## src/design/fetch_pkg.sv

```systemverilog
/* fetch package
   widths and packed structs shared by the instruction fetch front end */
`default_nettype none

package fetch_pkg;

    localparam int XLEN    = 32;        // data and address width
    localparam int EPOCH_W = 3;         // bumped on every redirect

    typedef logic [EPOCH_W-1:0] epoch_t;

    // wishbone classic request, read only
    typedef struct packed {
        logic            cyc;
        logic            stb;
        logic [XLEN-1:0] adr;          // word aligned
    } wb_req_t;

    typedef struct packed {
        logic            ack;
        logic [XLEN-1:0] dat;
    } wb_rsp_t;

    // one fetched memory word, 67 bits
    typedef struct packed {
        logic [XLEN-1:0] addr;
        logic [XLEN-1:0] data;
        epoch_t          epoch;        // epoch at start of bus cycle
    } fetch_word_t;

    // one instruction to decode, 65 bits
    typedef struct packed {
        logic [XLEN-1:0] pc;
        logic [XLEN-1:0] instr;        // upper half zero when compressed
        logic            compressed;
    } fetch_insn_t;

endpackage

`default_nettype wire
```

## src/design/fetch_top.sv

```systemverilog
/* instruction fetch front end
   wishbone master, word queue and realigner with redirect fan-out */
`timescale 1ns/10ps
`default_nettype none

module fetch_top
    import fetch_pkg::*;
#(
    parameter logic [XLEN-1:0] RESET_PC    = 32'h0000_0100,
    parameter int              QUEUE_DEPTH = 4
) (
    input  logic            clk,
    input  logic            reset_n,

    input  logic            redirect_i,     // one cycle pulse from execute
    input  logic [XLEN-1:0] redirect_pc_i,

    output wb_req_t         wb_o,
    input  wb_rsp_t         wb_i,

    output fetch_insn_t     insn_o,
    output logic            insn_valid_o,
    input  logic            insn_ready_i
);

    localparam int CNT_W = $clog2(QUEUE_DEPTH + 1);

    logic               push;
    fetch_word_t        push_word;
    logic               pop;
    fetch_word_t        head;
    logic               empty;
    logic [CNT_W-1:0]   count;              // reserves slots in the master

    fetch_wb_master #(
        .RESET_PC    (RESET_PC),
        .QUEUE_DEPTH (QUEUE_DEPTH)
    ) master_i (
        .clk           (clk),
        .reset_n       (reset_n),
        .redirect_i    (redirect_i),
        .redirect_pc_i (redirect_pc_i),
        .queue_count_i (count),
        .wb_o          (wb_o),
        .wb_i          (wb_i),
        .push_o        (push),
        .push_word_o   (push_word)
    );

    fetch_queue #(
        .PAYLOAD_T (fetch_word_t),
        .DEPTH     (QUEUE_DEPTH)
    ) queue_i (
        .clk         (clk),
        .reset_n     (reset_n),
        .push_i      (push),
        .push_data_i (push_word),
        .pop_i       (pop),
        .head_o      (head),
        .empty_o     (empty),
        .count_o     (count)
    );

    // realigner keeps its own epoch copy, same redirect pulse
    insn_realign #(
        .RESET_PC (RESET_PC)
    ) realign_i (
        .clk           (clk),
        .reset_n       (reset_n),
        .redirect_i    (redirect_i),
        .redirect_pc_i (redirect_pc_i),
        .head_i        (head),
        .empty_i       (empty),
        .pop_o         (pop),
        .insn_o        (insn_o),
        .insn_valid_o  (insn_valid_o),
        .insn_ready_i  (insn_ready_i)
    );

endmodule

`default_nettype wire

```

## src/design/insn_realign.sv

```systemverilog
/* instruction realigner
   turns queued words into rv32ic instructions, tracks pc and drops stale epochs */
`timescale 1ns/10ps
`default_nettype none

module insn_realign
    import fetch_pkg::*;
#(
    parameter logic [XLEN-1:0] RESET_PC = 32'h0000_0100
) (
    input  logic            clk,
    input  logic            reset_n,

    input  logic            redirect_i,
    input  logic [XLEN-1:0] redirect_pc_i,

    input  fetch_word_t     head_i,
    input  logic            empty_i,
    output logic            pop_o,

    output fetch_insn_t     insn_o,
    output logic            insn_valid_o,
    input  logic            insn_ready_i
);

    logic [XLEN-1:0] pc_r;              // pc of the next instruction out
    epoch_t          epoch_r;           // expected epoch of queued words
    logic [15:0]     hbuf_r;            // upper halfword of the word at pc
    logic            hbuf_valid_r;

    logic [XLEN-3:0] exp_word;          // word address the head should carry
    logic            stale;
    logic            addr_ok;
    logic            head_ok;
    logic            drop;
    logic            hbuf_comp;
    logic            lo_comp;

    logic            valid;
    logic            fill;              // load empty buffer, no output
    logic            use_head;          // transfer consumes the head word
    logic            hbuf_load;         // head upper half goes to buffer
    logic [XLEN-1:0] pc_step;
    fetch_insn_t     insn;
    logic            xfer;

    // with a full buffer at pc[1] the head is already the following word
    assign exp_word  = pc_r[XLEN-1:2] + (XLEN-2)'(pc_r[1] & hbuf_valid_r);
    assign stale     = (head_i.epoch != epoch_r);
    assign addr_ok   = (head_i.addr[XLEN-1:2] == exp_word);
    assign head_ok   = !empty_i && !stale && addr_ok;
    assign drop      = !empty_i && !head_ok;    // old stream or wrong word

    assign hbuf_comp = (hbuf_r[1:0] != 2'b11);
    assign lo_comp   = (head_i.data[1:0] != 2'b11);

    always_comb begin
        valid            = 1'b0;
        fill             = 1'b0;
        use_head         = 1'b0;
        hbuf_load        = 1'b0;
        pc_step          = XLEN'(4);
        insn.pc          = pc_r;
        insn.instr       = head_i.data;
        insn.compressed  = 1'b0;

        if (!pc_r[1]) begin
            // aligned, everything comes from the head word
            valid    = head_ok;
            use_head = 1'b1;
            if (lo_comp) begin
                insn.instr      = {16'h0000, head_i.data[15:0]};
                insn.compressed = 1'b1;
                pc_step         = XLEN'(2);
                hbuf_load       = 1'b1;  // upper half is the next pc
            end
        end
        else if (!hbuf_valid_r) begin
            fill = head_ok;             // misaligned redirect target
        end
        else if (hbuf_comp) begin
            // buffered halfword is a whole instruction, head not needed
            valid           = 1'b1;
            insn.instr      = {16'h0000, hbuf_r};
            insn.compressed = 1'b1;
            pc_step         = XLEN'(2);
        end
        else begin
            // 32-bit split across words
            valid      = head_ok;
            use_head   = 1'b1;
            hbuf_load  = 1'b1;
            insn.instr = {head_i.data[15:0], hbuf_r};
        end
    end

    assign xfer  = valid && insn_ready_i;
    assign pop_o = drop || fill || (xfer && use_head);

    always_ff @(posedge clk or negedge reset_n) begin
        if (!reset_n) begin
            pc_r         <= RESET_PC;
            epoch_r      <= '0;
            hbuf_valid_r <= 1'b0;
        end
        else if (redirect_i) begin
            pc_r         <= {redirect_pc_i[XLEN-1:1], 1'b0};
            epoch_r      <= epoch_r + epoch_t'(1);   // tracks the master copy
            hbuf_valid_r <= 1'b0;
        end
        else if (fill) begin
            hbuf_valid_r <= 1'b1;
        end
        else if (xfer) begin
            pc_r         <= pc_r + pc_step;
            hbuf_valid_r <= hbuf_load;
        end
    end

    // buffer data, qualified by hbuf_valid_r
    always_ff @(posedge clk) begin
        if (fill || (xfer && hbuf_load)) begin
            hbuf_r <= head_i.data[31:16];
        end
    end

    assign insn_o       = insn;
    assign insn_valid_o = valid;

    // stalled output holds until taken, unless the stream is redirected
    a_hold_insn: assert property (@(posedge clk) disable iff (!reset_n)
        insn_valid_o && !insn_ready_i && !redirect_i |=>
            insn_valid_o && $stable(insn_o));

endmodule

`default_nettype wire

```

## src/design/fetch_queue.sv

```systemverilog
/* fetch queue
   small synchronous FIFO with a typed payload and an occupancy count */
`timescale 1ns/10ps
`default_nettype none

module fetch_queue #(
    parameter type PAYLOAD_T = logic [31:0],
    parameter int  DEPTH     = 4        // power of two, at least 2
) (
    input  logic                         clk,
    input  logic                         reset_n,

    input  logic                         push_i,
    input  PAYLOAD_T                     push_data_i,

    input  logic                         pop_i,

    output PAYLOAD_T                     head_o,
    output logic                         empty_o,
    output logic [$clog2(DEPTH+1)-1:0]   count_o
);

    localparam int PTR_W = $clog2(DEPTH);
    localparam int CNT_W = $clog2(DEPTH + 1);

    PAYLOAD_T             mem [DEPTH];  // storage, no reset
    logic [PTR_W-1:0]     wr_ptr_r;
    logic [PTR_W-1:0]     rd_ptr_r;
    logic [CNT_W-1:0]     count_r;

    logic                 full;
    logic                 do_pop;

    assign full   = (count_r == CNT_W'(DEPTH));
    assign do_pop = pop_i && !empty_o;  // pop on empty is ignored

    always_ff @(posedge clk or negedge reset_n) begin
        if (!reset_n) begin
            wr_ptr_r <= '0;
            rd_ptr_r <= '0;
            count_r  <= '0;
        end
        else begin
            if (push_i) begin
                wr_ptr_r <= wr_ptr_r + PTR_W'(1);   // wraps, depth is 2^n
            end
            if (do_pop) begin
                rd_ptr_r <= rd_ptr_r + PTR_W'(1);
            end

            case ({push_i, do_pop})
                2'b10:   count_r <= count_r + CNT_W'(1);
                2'b01:   count_r <= count_r - CNT_W'(1);
                default: count_r <= count_r;        // both or neither
            endcase
        end
    end

    always_ff @(posedge clk) begin
        if (push_i) begin
            mem[wr_ptr_r] <= push_data_i;
        end
    end

    assign head_o  = mem[rd_ptr_r];     // head visible without a pop
    assign empty_o = (count_r == '0);
    assign count_o = count_r;

    // producer must have reserved room
    a_no_overflow: assert property (@(posedge clk) disable iff (!reset_n)
        push_i |-> !full);

    // consumer only pops a visible head
    a_no_underflow: assert property (@(posedge clk) disable iff (!reset_n)
        pop_i |-> !empty_o);

endmodule

`default_nettype wire

```

## src/design/fetch_wb_master.sv

```systemverilog
/* wishbone classic read master
   fetches sequential aligned words into the queue, each stamped with its epoch */
`timescale 1ns/10ps
`default_nettype none

module fetch_wb_master
    import fetch_pkg::*;
#(
    parameter logic [XLEN-1:0] RESET_PC    = 32'h0000_0100,
    parameter int              QUEUE_DEPTH = 4
) (
    input  logic                               clk,
    input  logic                               reset_n,

    input  logic                               redirect_i,
    input  logic [XLEN-1:0]                    redirect_pc_i,

    input  logic [$clog2(QUEUE_DEPTH+1)-1:0]   queue_count_i,

    output wb_req_t                            wb_o,
    input  wb_rsp_t                            wb_i,

    output logic                               push_o,
    output fetch_word_t                        push_word_o
);

    localparam int CNT_W = $clog2(QUEUE_DEPTH + 1);

    logic            cyc_r;             // bus cycle in progress
    logic [XLEN-1:0] next_adr_r;        // address of the next cycle to start
    epoch_t          epoch_r;           // current fetch epoch
    logic [XLEN-1:0] cyc_adr_r;         // held on adr until ack
    epoch_t          cyc_epoch_r;       // epoch captured at cycle start

    logic            issue;
    logic            done;
    logic [CNT_W:0]  slots_used;        // one extra bit for the in-flight add

    // queue entries plus the word in flight must leave a free slot
    assign slots_used = {1'b0, queue_count_i} + {{CNT_W{1'b0}}, cyc_r};
    assign issue      = !cyc_r && (slots_used < (CNT_W+1)'(QUEUE_DEPTH));
    assign done       = cyc_r && wb_i.ack;

    always_ff @(posedge clk or negedge reset_n) begin
        if (!reset_n) begin
            cyc_r      <= 1'b0;
            next_adr_r <= {RESET_PC[XLEN-1:2], 2'b00};
            epoch_r    <= '0;
        end
        else begin
            if (issue) begin
                cyc_r <= 1'b1;
            end
            else if (done) begin
                cyc_r <= 1'b0;          // drop cyc/stb the cycle after ack
            end

            // redirect wins over sequential advance even mid cycle
            if (redirect_i) begin
                next_adr_r <= {redirect_pc_i[XLEN-1:2], 2'b00};
                epoch_r    <= epoch_r + epoch_t'(1);
            end
            else if (issue) begin
                next_adr_r <= next_adr_r + XLEN'(4);
            end
        end
    end

    // address and epoch of the running cycle
    always_ff @(posedge clk) begin
        if (issue) begin
            cyc_adr_r   <= next_adr_r;
            cyc_epoch_r <= epoch_r;     // old epoch kept if redirect comes later
        end
    end

    assign wb_o.cyc = cyc_r;
    assign wb_o.stb = cyc_r;
    assign wb_o.adr = cyc_adr_r;

    assign push_o            = done;    // room was reserved at issue
    assign push_word_o.addr  = cyc_adr_r;
    assign push_word_o.data  = wb_i.dat;
    assign push_word_o.epoch = cyc_epoch_r;

    // slot reservation means a push never meets a full queue
    a_push_room: assert property (@(posedge clk) disable iff (!reset_n)
        push_o |-> (queue_count_i < CNT_W'(QUEUE_DEPTH)));

endmodule

`default_nettype wire

```

## config.mk

```make
export PLATFORM = sky130hd
export DESIGN_NAME = fetch_top
export DESIGN_NICKNAME = d
export VERILOG_FILES = /design/src/design/fetch_pkg.sv /design/src/design/fetch_top.sv /design/src/design/insn_realign.sv /design/src/design/fetch_queue.sv /design/src/design/fetch_wb_master.sv
export SDC_FILE = /design/constraint.sdc
export NUM_CORES = 1
export LEC_CHECK = 0
export ABC_AREA = 1
export ABC_CLOCK_PERIOD_IN_PS = 13900
export BUFFER_PORTS_ARGS = -buffer_cell sky130_fd_sc_hd__clkbuf_2
export CAP_MARGIN = 20
export CORE_MARGIN = 4
export CORE_UTILIZATION = 50
export CTS_BUF_LIST = sky130_fd_sc_hd__clkbuf_8
export DETAILED_ROUTE_END_ITERATION = 6
export PLACE_DENSITY = 0.8
export SLEW_MARGIN = 15
export SYNTH_ARGS = -nofsm -noshare
export SYNTH_HDL_FRONTEND = slang
export SYNTH_SLANG_ARGS = --single-unit
```

## constraint.sdc

```tcl
create_clock -name clk -period 13.9 [get_ports clk]
set_input_delay 2.085 -clock clk [delete_from_list [all_inputs] [get_ports clk]]
set_output_delay 2.085 -clock clk [all_outputs]
set_load 0.1 [all_outputs]
```

; Yosys cells after proc, flatten, opt, wreduce, memory -nomap -nowiden
; Memory sizes are Yosys's and may differ from the RTL's.
; Index checks and enable logic that the tools add are counted.
[op_classes]
addsub = 10
order_cmp = 1
n_eq_ne = 7
muxes = 32
bitwise = 1
n_reduce_logical = 23
[ops]
columns = op, count
row1 = $mux W32, 8
row2 = $mux W33, 3
row3 = $add A32 B3 Y32 const B, 1
row4 = $add A32 B32 Y32, 1
row5 = $add A30 B30 Y30, 1
row6 = $eq A30 B30 Y1, 1
row7 = $mux W1, 18
row8 = $add A3 B1 Y3 const B, 3
row9 = $logic_and A1 B1 Y1, 9
row10 = $reduce_bool A2 Y1, 4
row11 = $mux W3, 2
row12 = $ne A2 B2 Y1 const B, 3
row13 = $pmux W3 S2, 1
row14 = $add A2 B1 Y2 const B, 2
row15 = $add A3 B1 Y4, 1
row16 = $logic_not A1 Y1, 4
row17 = $lt A4 B3 Y1 const B, 1
row18 = $logic_not A3 Y1, 1
row19 = $logic_or A1 B1 Y1, 3
row20 = $ne A3 B3 Y1, 1
row21 = $reduce_bool A3 Y1, 1
row22 = $sub A3 B1 Y3 const B, 1
row23 = $eq A2 B1 Y1 const B, 1
row24 = $eq A2 B2 Y1 const B, 1
row25 = 2 further kinds, 2
[totals]
reg_bits = 130
ram_bits = 268
in_bits = 69
output_inout_bits = 100
word_cells = 87
memories = 1
[mem_list]
columns = name, words, word_bits, read_ports, rd_ports_with_merged_regs, wr, line
row1 = queue_i.mem, 4, 67, 1, 0, 1, fetch_queue.sv:26  ; PAYLOAD_T mem [DEPTH];

; Logic depth before layout (Yosys ltp)
; An unclocked memory read counts as a cell.
[depth]
depth_word = 14
ltp_mapped = 29

; Hierarchy
; A second synthesis with hierarchy kept.
[unflattened]
cells_unflattened = 2078
area_unflattened_um2 = 19717.7
[by_module_without_submodules]
columns = mod, n_inst, cells_per_inst, area_each_um2
row1 = fetch_queue, 1, 839, 10995.5
row2 = insn_realign, 1, 777, 4830.9
row3 = fetch_wb_master, 1, 462, 3891.2

; Worst setup path before layout
; No wires, ideal clock.
[synth_timing]
path_kind = register to output
from = register queue_i.rd_ptr_r[1]
to = output port insn_o[14] (netlist name)
arrival_ps = 3819
setup_slack_ps = 7996
stages_incl_launch_ff = 9
n_path_buf = 4
path_cell_list = dfrtp_1 > buf_2 > inv_2 > clkbuf_1 > buf_1 > clkbuf_1 > a21oi_1 > a32o_1 > o21ai_0
[synth_lines]
columns = element, line
row1 = start: declaration, fetch_queue.sv:28  ; logic [PTR_W-1:0] rd_ptr_r;
row2 = start signal: assignment, fetch_queue.sv:48  ; rd_ptr_r <= rd_ptr_r + PTR_W'(1);
row3 = end: declaration, fetch_top.sv:21  ; output fetch_insn_t insn_o,

; Worst setup path in the final report
[layout_timing]
from = register realign_i.pc_r[1]
to = output port insn_valid_o
[layout_via]
elab_chain_cells = 7
[layout_rtl]
columns = element, line
row1 = start: declaration, insn_realign.sv:26  ; logic [XLEN-1:0] pc_r;
row2 = start signal: assignment, insn_realign.sv:107  ; pc_r <= {redirect_pc_i[XLEN-1:1], 1'b0};
row3 = start signal: assignment, insn_realign.sv:115  ; pc_r <= pc_r + pc_step;
row4 = $and A1 B1 Y1, insn_realign.sv:48  ; assign exp_word = pc_r[XLEN-1:2] + (XLEN-2)'(pc_r[1] & hbuf_valid_r);
row5 = $add A30 B30 Y30, insn_realign.sv:48
row6 = $eq A30 B30 Y1, insn_realign.sv:50  ; assign addr_ok = (head_i.addr[XLEN-1:2] == exp_word);
row7 = $logic_and A1 B1 Y1, insn_realign.sv:51  ; assign head_ok = !empty_i && !stale && addr_ok;
row8 = $mux W1, insn_realign.sv:81  ; else if (hbuf_comp) begin
row9 = $mux W1, insn_realign.sv:78  ; else if (!hbuf_valid_r) begin
row10 = $mux W1 *, insn_realign.sv:67  ; if (!pc_r[1]) begin
row11 = end: declaration, fetch_top.sv:22  ; output logic insn_valid_o,
; Mark *: on every way between the ends. The rest lies on a longest branch, timed or not.

==> impl_metrics.ini <==
[status]
status = finished clean

[placement]
dp.final_hpwl_mm = 36.6
io_buffers = 164
dpl_worst_slack_ps = 7310
dp_cells = 2495
gp_congestion = 0.921

[pwr]
p_per_area_nw_per_um2 = 253
finalPower_mw = 5.33
leakage_nw = 8.67
peakVddDrop_v = 0.000215

[synth]
synth_top_family_by_area = simple AND/OR/NAND/NOR gates
synthMuxAreaShare = 0
avgSynthCellArea_um2 = 9.67
synth_warnings = 0
async_flop_share = 0.197
synthCells = 1922
synth-seq-cells = 385
synth_ff_type = edfxtp_1
synth_compound_area_frac = 0.0770
synthSimpleGateAreaFrac = 0.241
synth_seq_area_share = 0.601
synth-edff-count = 309
synthXorXnorAreaFrac = 0.0198
synthAdderAreaFrac = 0.0102
syn-cell-area_um2 = 18600
yosysUniqueCellTypes = 48

[floorplan]
initial_core_util = 0.508
die_w_um = 201
die_area_um2 = 40300
ios = 169
core-area_um2 = 36600
rows = 70
fp.dieH_um = 201

[global_routing]
grt_pass1_wl_mm = 81.2
grt.total_usage = 0.258
grt_pass1_vias = 14300
top_usage_layer = met2
use_met2 = 0.420
met3_usage = 0.0593
overflow = 0
gr-usage-met1 = 0.339
grt_max_degree = 105
antenna_found_initial = 1

[sta]
fmax_ghz = 0.135
relSlewSlack = 0.288
slew_viol_final = 0
max_slew.worst_pin.slew_ps = 1070
hold_viol_final = 0
tns_ps = 0
holdWs_ps = 472
finalSetupViolations = 0
rsz0062_at_grt = false
fin_crit_sh = 0.531
clock-skew-final_ps = 38.8
period_minus_slack_ps = 7380
worst_slack_ps = 6520

[worst_setup_path]
cp.arrival_ps = 5300
r2r-start = queue_i.rd_ptr_r[0]
worstPathMaxFanout = 30
r2r_slack_ps = 7720
crit_type = reg -> out
crit_start = realign_i.pc_r[1]
startpoint_type = register
reg2regPathDepth = 23
cp.required_ps = 11810
critical_path.endpoint = insn_valid_o
r2r-end = realign_i.pc_r[29]
end_kind = output port

[route]
vias = 14700
first_iter_violations = 1328
wire_per_inst_um = 20.2
drt-pass1-iter-count = 5
ant_nets = 0
wl_mm = 52.7
drc = 0
vias_per_cell = 5.63

[clocking]
tritoncts = built
clockBufferDepth = 3
post_cts_resized = 0
cts_setup_buffers = 0
clock_sinks = 385
htreeDepth = 2
cts_buffers = 61
ctsHoldBuffers = 0
insertion_delay_ps = 670
clk_pin_slew_ps = 60
cts_root_buf = clkbuf_8

[layout]
multi_input_area_um2 = 6520
fill_cells = 3075
synthToLayoutAreaGrowth_pct = 13.5
antenna_cells = 0
layout.cells.non_filler = 2614
nets = 2176
seqCellArea_um2 = 11200
layout_common_cells = nand2_1, edfxtp_1, clkbuf_2
layout_commonest_cell = nand2_1
drive_gt1_frac = 0.171

[min_path]
hold_path.class = reg -> reg

[run]
drv_cap = 0
## worst max-delay path: stages (launching register included)
cell      delay [ps]
dfrtp_1          480
nand2_1          480
inv_1            870
ha_1             340
ha_1             230
nand3_1          270
nor2_1           260
nand2_1          120
nand4_1          140
nand2_1           70
nor2_1           100
nand2_1           50
nor2_1           180
nand2_1          120
nor2_4           120
nand4_4          110
nand2_8          170
clkbuf_2         500
## cell type report
cell class                      instances  share of cell area
Sequential cell                       385               0.530
Clock inverter                         48              0.0154
Inverter                              145              0.0258
Multi-Input combinational cell       1317               0.309
Tap cell                              468              0.0277
Timing Repair Buffer                  183              0.0479
Clock buffer                           68              0.0443
## synthesized netlist by cell type (4+ instances only)
| cell | count | area, um2 |
|---|---|---|
| nor2_4 | 10 | 113 |
| ha_1 | 12 | 150 |
| nor2_2 | 11 | 68.8 |
| clkinv_1 | 4 | 15.0 |
| nor4_1 | 4 | 25.0 |
| nand3b_1 | 15 | 113 |
| nand2_2 | 34 | 213 |
| a31oi_1 | 16 | 100 |
| dfrtp_1 | 74 | 1850 |
| clkbuf_1 | 41 | 154 |
| a21oi_1 | 36 | 180 |
| inv_1 | 138 | 518 |
| a32o_1 | 16 | 160 |
| buf_1 | 10 | 37.5 |
| xnor2_1 | 8 | 70.1 |
| nor2_1 | 162 | 608 |
| buf_4 | 8 | 60.1 |
| o22ai_1 | 16 | 100 |
| o211ai_1 | 9 | 67.6 |
| o21ai_2 | 17 | 149 |
| nand2_1 | 582 | 2180 |
| edfxtp_1 | 309 | 9280 |
| nand3_1 | 140 | 701 |
| o21ai_1 | 4 | 20.0 |
| nand4_1 | 26 | 163 |
| xor2_1 | 34 | 298 |
| buf_2 | 14 | 70.1 |
| nor3_1 | 24 | 120 |
| o31ai_1 | 4 | 30.0 |
| o21ai_0 | 111 | 556 |
## routing by layer
metal	vias to the layer above	routed length [um]
met1	7001	21200
met2	719	24900
li1	6873	-
met4	2	1920
met5	-	13
met3	130	4660
## logic make-up after synthesis
group	Yosys count
adder cells (fa/ha/maj)	14
AND/OR/NAND/NOR	1021
buffers and inverters	222
other	1
flip-flops	385
XOR/XNOR	42
AO/OA/AOI/OAI	237
## worst min path at each step
| stage | cells past startpoint | from | slack [ps] | endpoint |
|---|---|---|---|---|
| floorplan | 0 | master_i.epoch_r[2] | 440 | master_i.cyc_epoch_r[2] |
| global placement | 0 | master_i.epoch_r[2] | 460 | master_i.cyc_epoch_r[2] |
| detailed placement | 0 | master_i.epoch_r[2] | 460 | master_i.cyc_epoch_r[2] |
| CTS | 0 | master_i.epoch_r[2] | 470 | master_i.cyc_epoch_r[2] |
| global route | 0 | master_i.epoch_r[2] | 480 | master_i.cyc_epoch_r[2] |
| finish | 0 | master_i.epoch_r[2] | 470 | master_i.cyc_epoch_r[2] |
## registers in the layout, summed over array words and instances, names as in the netlist
signal and cells:
master_i.next_adr_r 30, master_i.cyc_adr_r 30, master_i.cyc_epoch_r 3, queue_i.mem 260, realign_i.hbuf_valid_r 1, queue_i.count_o 3
realign_i.pc_r 31, master_i.cyc_r 1, realign_i.hbuf_r 16, queue_i.rd_ptr_r 2, master_i.epoch_r 3, realign_i.epoch_r 3
queue_i.wr_ptr_r 2
## metrics by stage
stage	util	instance area (um2)
detailed placement	0.540	19800
CTS	0.575	21000
global route	0.577	21100
floorplan	-	18600
finish	0.577	21100
global placement	0.540	19800
## power breakdown
part           internal (mW)  switching, mW
Clock                  0.527          0.453
Sequential              1.55          0.217
Combinational          0.510           2.07
Total                   2.59           2.74
(Power assumes the default switching activity.)
